File: src/common/spi_pkg.sv
package spi_pkg;

    // Array size and SCLK timing
    localparam int num_chan  = 4;
    localparam int sclk_half = 8;  // clk cycles per SCLK half period
    localparam int byte_bits = 8;  // Bits per transfer, MSB first

    typedef logic [7:0]  spi_byte_t;
    typedef logic [1:0]  chan_idx_t;
    typedef logic [7:0]  apb_addr_t;
    typedef logic [31:0] apb_data_t;
    typedef logic [3:0]  bit_cnt_t;
    typedef logic [3:0]  div_cnt_t;

    // Register offsets inside each 16-byte channel window
    localparam apb_addr_t reg_tx     = 8'h00;
    localparam apb_addr_t reg_rx     = 8'h04;
    localparam apb_addr_t reg_status = 8'h08;

    // STATUS register bit positions
    localparam int stat_busy    = 0;
    localparam int stat_valid   = 1;
    localparam int stat_overrun = 2;

    typedef struct packed {
        logic      psel;
        logic      penable;
        logic      pwrite;
        apb_addr_t paddr;
        apb_data_t pwdata;
    } apb_req_t;

    typedef struct packed {
        apb_data_t prdata;
        logic      pready;
        logic      pslverr;
    } apb_rsp_t;

    // Outgoing pins of one channel
    typedef struct packed {
        logic sclk;
        logic mosi;
        logic cs_n;
    } spi_pins_t;

    typedef enum logic [1:0] {
        idle,
        shift,
        finish
    } engine_state_t;

endpackage

File: src/spi_engine/spi_engine.sv
`timescale 1ns/10ps

module spi_engine (
    input  logic               clk,
    input  logic               rst,
    input  logic               start,
    input  spi_pkg::spi_byte_t tx_byte,
    input  logic               miso,
    output spi_pkg::spi_pins_t pins,
    output logic               busy,
    output logic               done,
    output spi_pkg::spi_byte_t rx_byte
);
    import spi_pkg::*;

    localparam div_cnt_t div_last = div_cnt_t'(sclk_half - 1);
    localparam bit_cnt_t bit_last = bit_cnt_t'(byte_bits - 1);

    engine_state_t state;
    div_cnt_t      div_cnt;
    bit_cnt_t      bit_cnt;
    spi_byte_t     tx_shift;
    spi_byte_t     rx_shift;
    logic          accept;     // Start taken in idle
    logic          half_end;   // Last clk of an SCLK half period
    logic          rise_edge;
    logic          fall_edge;
    logic          last_fall;  // Falling edge of bit 0

    assign accept    = (state == idle) && start;
    assign half_end  = (state == shift) && (div_cnt == div_last);
    assign rise_edge = half_end && !pins.sclk;
    assign fall_edge = half_end && pins.sclk;
    assign last_fall = fall_edge && (bit_cnt == bit_last);

    // Divider only runs while shifting, so the first half period is a full one
    always_ff @(posedge clk or posedge rst) begin
        if (rst) begin
            div_cnt <= '0;
        end else if ((state != shift) || half_end) begin
            div_cnt <= '0;
        end else begin
            div_cnt <= div_cnt + 1'b1;
        end
    end

    // Control FSM, bits counted on falling SCLK
    always_ff @(posedge clk or posedge rst) begin
        if (rst) begin
            state   <= idle;
            bit_cnt <= '0;
        end else begin
            case (state)
                idle: begin
                    if (start) begin
                        state   <= shift;
                        bit_cnt <= '0;
                    end
                end
                shift: begin
                    if (fall_edge) begin
                        bit_cnt <= bit_cnt + 1'b1;
                    end
                    if (last_fall) begin
                        state <= finish;
                    end
                end
                finish: state <= idle;  // One-cycle done slot
                default: state <= idle;
            endcase
        end
    end

    // Pin registers
    always_ff @(posedge clk or posedge rst) begin
        if (rst) begin
            pins.sclk <= 1'b0;
            pins.mosi <= 1'b0;
            pins.cs_n <= 1'b1;
        end else begin
            if (accept) begin
                pins.cs_n <= 1'b0;  // Select one cycle after start
            end
            if (half_end) begin
                pins.sclk <= ~pins.sclk;
            end
            if (rise_edge) begin
                pins.mosi <= tx_shift[byte_bits-1];  // Mode 1 launches on the rising edge
            end
            if (last_fall) begin
                pins.cs_n <= 1'b1;  // Deselect together with done
                pins.mosi <= 1'b0;
            end
        end
    end

    // Data shifters
    always_ff @(posedge clk) begin
        if (accept) begin
            tx_shift <= tx_byte;
        end else if (rise_edge) begin
            tx_shift <= {tx_shift[byte_bits-2:0], 1'b0};
        end
        if (fall_edge) begin
            rx_shift <= {rx_shift[byte_bits-2:0], miso};  // MISO settled since the rise
        end
    end

    assign busy    = (state != idle) || start;
    assign done    = (state == finish);
    assign rx_byte = rx_shift;  // Complete in the done cycle

endmodule

File: src/hw/apb_spi_regs.sv
`timescale 1ns/10ps

module apb_spi_regs (
    input  logic                         clk,
    input  logic                         rst,
    input  spi_pkg::apb_req_t            req,
    output spi_pkg::apb_rsp_t            rsp,
    input  logic [spi_pkg::num_chan-1:0] busy,
    input  spi_pkg::spi_byte_t           rx_data [spi_pkg::num_chan],
    input  logic [spi_pkg::num_chan-1:0] rx_valid,
    input  logic [spi_pkg::num_chan-1:0] overrun,
    output logic [spi_pkg::num_chan-1:0] start,
    output spi_pkg::spi_byte_t           tx_byte [spi_pkg::num_chan],
    output logic [spi_pkg::num_chan-1:0] rd_clear
);
    import spi_pkg::*;

    logic [3:0] win;          // Channel window number
    chan_idx_t  chan;
    apb_addr_t  offset;
    logic       in_range;
    logic       hit_tx;
    logic       hit_rx;
    logic       hit_status;
    logic       mapped;
    logic       first_cycle;  // First access cycle, the wait state
    logic       tx_ok;
    logic       ready_q;
    logic       err_q;
    apb_data_t  rdata;

    // Address decode
    assign win      = req.paddr[7:4];
    assign in_range = (win < num_chan);
    assign chan     = chan_idx_t'(win);
    assign offset   = {4'h0, req.paddr[3:0]};

    assign hit_tx     = in_range && (offset == reg_tx);
    assign hit_rx     = in_range && (offset == reg_rx);
    assign hit_status = in_range && (offset == reg_status);
    assign mapped     = hit_tx || hit_rx || hit_status;

    assign first_cycle = req.psel && req.penable && !ready_q;
    assign tx_ok       = first_cycle && req.pwrite && hit_tx && !busy[chan];

    // Decisions are made in the wait state and show up in the completing cycle
    always_ff @(posedge clk or posedge rst) begin
        if (rst) begin
            ready_q  <= 1'b0;
            err_q    <= 1'b0;
            start    <= '0;
            rd_clear <= '0;
        end else begin
            ready_q  <= first_cycle;
            err_q    <= 1'b0;
            start    <= '0;
            rd_clear <= '0;
            if (first_cycle) begin
                if (!mapped) begin
                    err_q <= 1'b1;
                end else if (req.pwrite && hit_tx) begin
                    if (busy[chan]) begin
                        err_q <= 1'b1;  // Channel still shifting, byte dropped
                    end else begin
                        start[chan] <= 1'b1;
                    end
                end else if (!req.pwrite && hit_rx) begin
                    rd_clear[chan] <= 1'b1;
                end
            end
        end
    end

    // Transmit byte held for the engine
    always_ff @(posedge clk) begin
        if (tx_ok) begin
            tx_byte[chan] <= req.pwdata[7:0];
        end
    end

    // Read data is taken live in the completing cycle, so a byte landing
    // during the wait state is not lost
    always_comb begin
        rdata = '0;
        if (!req.pwrite) begin
            if (hit_tx) begin
                rdata = apb_data_t'(tx_byte[chan]);
            end else if (hit_rx) begin
                rdata = apb_data_t'(rx_data[chan]);
            end else if (hit_status) begin
                rdata[stat_busy]    = busy[chan];
                rdata[stat_valid]   = rx_valid[chan];
                rdata[stat_overrun] = overrun[chan];
            end
        end
    end

    assign rsp.prdata  = ready_q ? rdata : '0;
    assign rsp.pready  = ready_q;
    assign rsp.pslverr = err_q;

endmodule

File: src/hw/spi_rx_collect.sv
`timescale 1ns/10ps

module spi_rx_collect (
    input  logic                         clk,
    input  logic                         rst,
    input  logic [spi_pkg::num_chan-1:0] done,
    input  spi_pkg::spi_byte_t           rx_byte [spi_pkg::num_chan],
    input  logic [spi_pkg::num_chan-1:0] rd_clear,
    output spi_pkg::spi_byte_t           rx_data [spi_pkg::num_chan],
    output logic [spi_pkg::num_chan-1:0] rx_valid,
    output logic [spi_pkg::num_chan-1:0] overrun
);
    import spi_pkg::*;

    // Flags per channel
    always_ff @(posedge clk or posedge rst) begin
        if (rst) begin
            rx_valid <= '0;
            overrun  <= '0;
        end else begin
            for (int i = 0; i < num_chan; i++) begin
                if (done[i]) begin
                    rx_valid[i] <= 1'b1;
                    // A byte read in this same cycle is not overrun
                    overrun[i]  <= !rd_clear[i] && (overrun[i] || rx_valid[i]);
                end else if (rd_clear[i]) begin
                    rx_valid[i] <= 1'b0;
                    overrun[i]  <= 1'b0;
                end
            end
        end
    end

    // Newest byte always overwrites the held one
    always_ff @(posedge clk) begin
        for (int i = 0; i < num_chan; i++) begin
            if (done[i]) begin
                rx_data[i] <= rx_byte[i];
            end
        end
    end

endmodule

File: src/hw/spi_array_top.sv
`timescale 1ns/10ps

module spi_array_top (
    input  logic                         clk,
    input  logic                         rst,
    input  spi_pkg::apb_req_t            apb_req,
    output spi_pkg::apb_rsp_t            apb_rsp,
    input  logic [spi_pkg::num_chan-1:0] miso,
    output spi_pkg::spi_pins_t           spi [spi_pkg::num_chan]
);
    import spi_pkg::*;

    logic [num_chan-1:0] start;
    logic [num_chan-1:0] busy;
    logic [num_chan-1:0] done;
    logic [num_chan-1:0] rd_clear;
    logic [num_chan-1:0] rx_valid;
    logic [num_chan-1:0] overrun;
    spi_byte_t           tx_byte [num_chan];
    spi_byte_t           eng_rx  [num_chan];  // Straight from the shifters
    spi_byte_t           rx_data [num_chan];  // Held for the host

    apb_spi_regs u_regs (
        .clk      (clk),
        .rst      (rst),
        .req      (apb_req),
        .rsp      (apb_rsp),
        .busy     (busy),
        .rx_data  (rx_data),
        .rx_valid (rx_valid),
        .overrun  (overrun),
        .start    (start),
        .tx_byte  (tx_byte),
        .rd_clear (rd_clear)
    );

    for (genvar i = 0; i < num_chan; i++) begin : g_chan
        spi_engine u_engine (
            .clk     (clk),
            .rst     (rst),
            .start   (start[i]),
            .tx_byte (tx_byte[i]),
            .miso    (miso[i]),
            .pins    (spi[i]),
            .busy    (busy[i]),
            .done    (done[i]),
            .rx_byte (eng_rx[i])
        );
    end

    spi_rx_collect u_collect (
        .clk      (clk),
        .rst      (rst),
        .done     (done),
        .rx_byte  (eng_rx),
        .rd_clear (rd_clear),
        .rx_data  (rx_data),
        .rx_valid (rx_valid),
        .overrun  (overrun)
    );

endmodule

File: config.mk
export PLATFORM = sky130hd
export DESIGN_NAME = spi_array_top
export DESIGN_NICKNAME = d
export VERILOG_FILES = /design/src/common/spi_pkg.sv /design/src/spi_engine/spi_engine.sv /design/src/hw/apb_spi_regs.sv /design/src/hw/spi_rx_collect.sv /design/src/hw/spi_array_top.sv
export SDC_FILE = /design/constraint.sdc
export NUM_CORES = 1
export LEC_CHECK = 0
export BUFFER_PORTS_ARGS = -buffer_cell sky130_fd_sc_hd__buf_2
export CAP_MARGIN = 40
export CORE_MARGIN = 2
export CORE_UTILIZATION = 60
export DETAILED_ROUTE_END_ITERATION = 6
export PLACE_DENSITY = 0.82
export SETUP_SLACK_MARGIN = 0.15
export SLEW_MARGIN = 30
export SYNTH_ARGS = -nofsm -noshare
export SYNTH_HDL_FRONTEND = slang
export SYNTH_SLANG_ARGS = --single-unit
File: constraint.sdc
create_clock -name clk -period 3.9 [get_ports clk]
set_input_delay 0.78 -clock clk [delete_from_list [all_inputs] [get_ports clk]]
set_output_delay 0.78 -clock clk [all_outputs]
set_load 0.03 [all_outputs]
==> key figures <==
Run status
  – Status: completed

Detailed routing
  – Vias: 4827
  – Mean routed wirelength per cell: 19.09 µm
  – Antenna viol nets, final: 0
  – WL final: 15850 µm
  – Residual DRC count: 0
  – Drt pass-1 iters: 5
  – Number of DRC markers in iteration 0: 372
  – Drt via density: 5.816

Min path
  – Hold depth: 0
  – Hold Path Class: reg2reg
  – Hold EP: u_collect.rx_data[15]
  – Hold Crit Start: g_chan[2].u_engine.rx_byte[7]

Setup path
  – Reg2reg start: g_chan[0].u_engine.div_cnt[0]
  – R2R Path End: g_chan[0].u_engine.tx_shift[3]
  – Critical Path Sink Type: output pin
  – Worst setup path start: apb_req[33]
  – R2R depth: 5
  – Crit path DAT: 2640 ps
  – Crit path max fanout: 10
  – Crit start category: input pin
  – Critical path class: in2out
  – Setup slack, reg-to-reg: 1780 ps
  – CP Data Required Time: 3120 ps

Clock network
  – CTS clk-pin slew, worst paths: 70 ps
  – Post-CTS Setup Inserts: 0
  – Post-CTS Resized: 0
  – Worst-Skew Late Latency: 430 ps
  – CTS tree: built
  – Clock sink total: 198
  – TritonCTS buffer count: 17
  – Htree depth: 4
  – Hold_buf cts: 0
  – Max Root-Sink Buffers: 2
  – Clk root buf: clkbuf_16

Layout
  – Layout Nets: 698
  – Area Growth Syn to Fin: 12.07%
  – Share of cells above drive strength 1: 18.50%
  – # diodes: 0

Power
  – Power Internal: 3.270 mW
  – Clk pwr share: 42.3%
  – Worst vdd ir: 0.2551 mV
  – Sw Share: 19.81%
  – Sw Pwr: 0.8078 mW
  – Static Leak: 3.751 nW
  – Power Dens Cells: 451.8 nW/µm²
  – Logic pwr share: 3.0%
  – Sequential power share: 54.6%

STA
  – Final Hold Vio Count: 0
  – Max-slew violations: 0
  – Max Freq: 0.2924 GHz
  – RSZ-0062 raised after global routing: no
  – Final Critical Period: 3420 ps
  – Post-Route Setup TNS: 0 ps
  – Clock Skew: 7.125 ps
  – Final period utilization: 87.68%
  – Final setup vio count: 0
  – Max_slew headroom: 55.86%
  – Worst Tran Pin Value: 662.2 ps
  – Min Hold Slack: 417.6 ps

Die
  – Core area: 13190 µm²
  – Die area: 14360 µm²
  – Ports: 95
  – Chip Width: 119.9 µm
  – Row cnt: 42
  – Die height: 119.9 µm
  – Starting density of the core: 61.05%

Synthesis
  – Avg Cell Area, Syn: 13.93 µm²
  – EDFF count, synth: 128
  – Main synth FF type: edfxtp_1
  – Share of the synthesized area in the top cell type: 47.73%
  – Synth area leaders: edfxtp_1, dfrtp_1, mux4_2
  – Largest area contributor in the netlist: edfxtp_1
  – Sequential area share after synthesis: 69.55%
  – Mapped cell area: 8053 µm²
  – Library cells used by synthesis: 51
  – Synth cell count leaders: edfxtp_1, nand2_1, dfrtp_1
  – Post-synthesis cell count: 578
  – #FFs+latches synth: 198
  – Synth warn: 0
  – Async SR Flop Fraction: 35.35%
  – Count leader, synth: edfxtp_1

Placement
  – Port Buffers: 46
  – Routability-driven placement congestion ratio: 0.8937
  – DP HPWL: 10920 µm

Global routing
  – Initial antenna violation count: 0
  – Grt total ovfl: 0
  – Vias in the first global route: 4796
  – Largest net degree at the start of global routing: 54
  – First-pass GRT wire length: 25310 µm
  – GRT Total Usage: 23.85%

Flow run
  – Max cap viols: 0
## cell type report
cell class              instances  area, µm²
clock inverters                 9      100.1
fillers                       903       4165
inverters                      11      43.79
flip-flops and latches        198       5600
multi-input cells             353       2237
repair buffers                 60      334.1
well taps                     176      220.2
clock buffers                  23      489.2
## power groups by stage
| stage | Combinational (mW) | Sequential (mW) | Clock [mW] |
|---|---|---|---|
| 2_1_floorplan | 0.107 | 2.27 | 0 |
| 4_1_cts | 0.125 | 2.23 | 1.74 |
| 5_1_grt | 0.134 | 2.23 | 1.82 |
| 6_report | 0.124 | 2.23 | 1.73 |
| 3_3_place_gp | 0.119 | 2.27 | 0 |
| 3_5_place_dp | 0.123 | 2.27 | 0 |
## through the flow
step | setup WS [ps] | utilization (%) | power (mW) | area (µm²) | cells
finish | 480.3 | 68.42 | 4.078 | 9025 | 830
CTS | 505.1 | 68.35 | 4.089 | 9015 | 828
floorplan | 513.2 | - | 2.377 | 8139 | 601
detailed placement | 611.5 | 63.88 | 2.393 | 8426 | 796
global placement | 671.6 | 63.60 | 2.389 | 8389 | 792
global route | 308.3 | 68.42 | 4.185 | 9025 | 830
## cell families (layout without fill, tap and decap cells)
family          count (synthesis)  in the layout  synth area share, %
compound gates                 56             56                4.320
mux                            24             24                5.811
simple gates                  232            232                14.31
buf+inv                        50            103                3.744
fa+ha+maj                       8              8                1.243
xor+xnor                        9              9               0.9789
other cells                     1             24              0.04657
flops                         198            198                69.55
## how the worst max path moves through the flow
stage	slack [ps]	depth (start not counted)	endpoint
after floorplan	510	4	apb_rsp[2]
after detailed placement	610	6	apb_rsp[4]
after global routing	310	6	apb_rsp[2]
after CTS	510	6	apb_rsp[2]
after global placement	670	6	apb_rsp[2]
final	480	6	apb_rsp[2]
## flip-flops by register name, indices dropped and copies added (netlist names), 4 cells and up
signal / cells
u_collect.rx_valid: 4
u_collect.overrun: 4
u_regs.start: 4
u_collect.rx_data: 32
g_chan.u_engine.div_cnt: 16
g_chan.u_engine.pins: 12
g_chan.u_engine.bit_cnt: 16
u_regs.tx_byte: 32
u_regs.rd_clear: 4
g_chan.u_engine.tx_shift: 32
g_chan.u_engine.state: 8
g_chan.u_engine.rx_byte: 32
## cells in the final DEF (no fill, tap or decap), types with 12 or more instances in the layout
cell and count:
o21ai_0 17, buf_2 49, edfxtp_1 128, dfrtp_1 66
a21oi_1 12, clkbuf_16 18, conb_1 24, nor2_1 35
nor3_1 19, nand2_1 106, mux4_2 18
## per-layer routing
layer	global-route usage (%)	share of wire [%]	up-vias
met3	5.608	6.8	46
met4	12.57	4.1	0
met1	30.86	40	2387
met2	37.96	50	221
li1	-	-	2173
met5	0	0	-
## worst max-delay path, stage by stage
cell and delay [ps]:
buf_2 100, or4_4 580, nor3b_4 450, a21oi_1 140, a211oi_1 320, buf_2 260
Power figures use the tool's default switching activity.
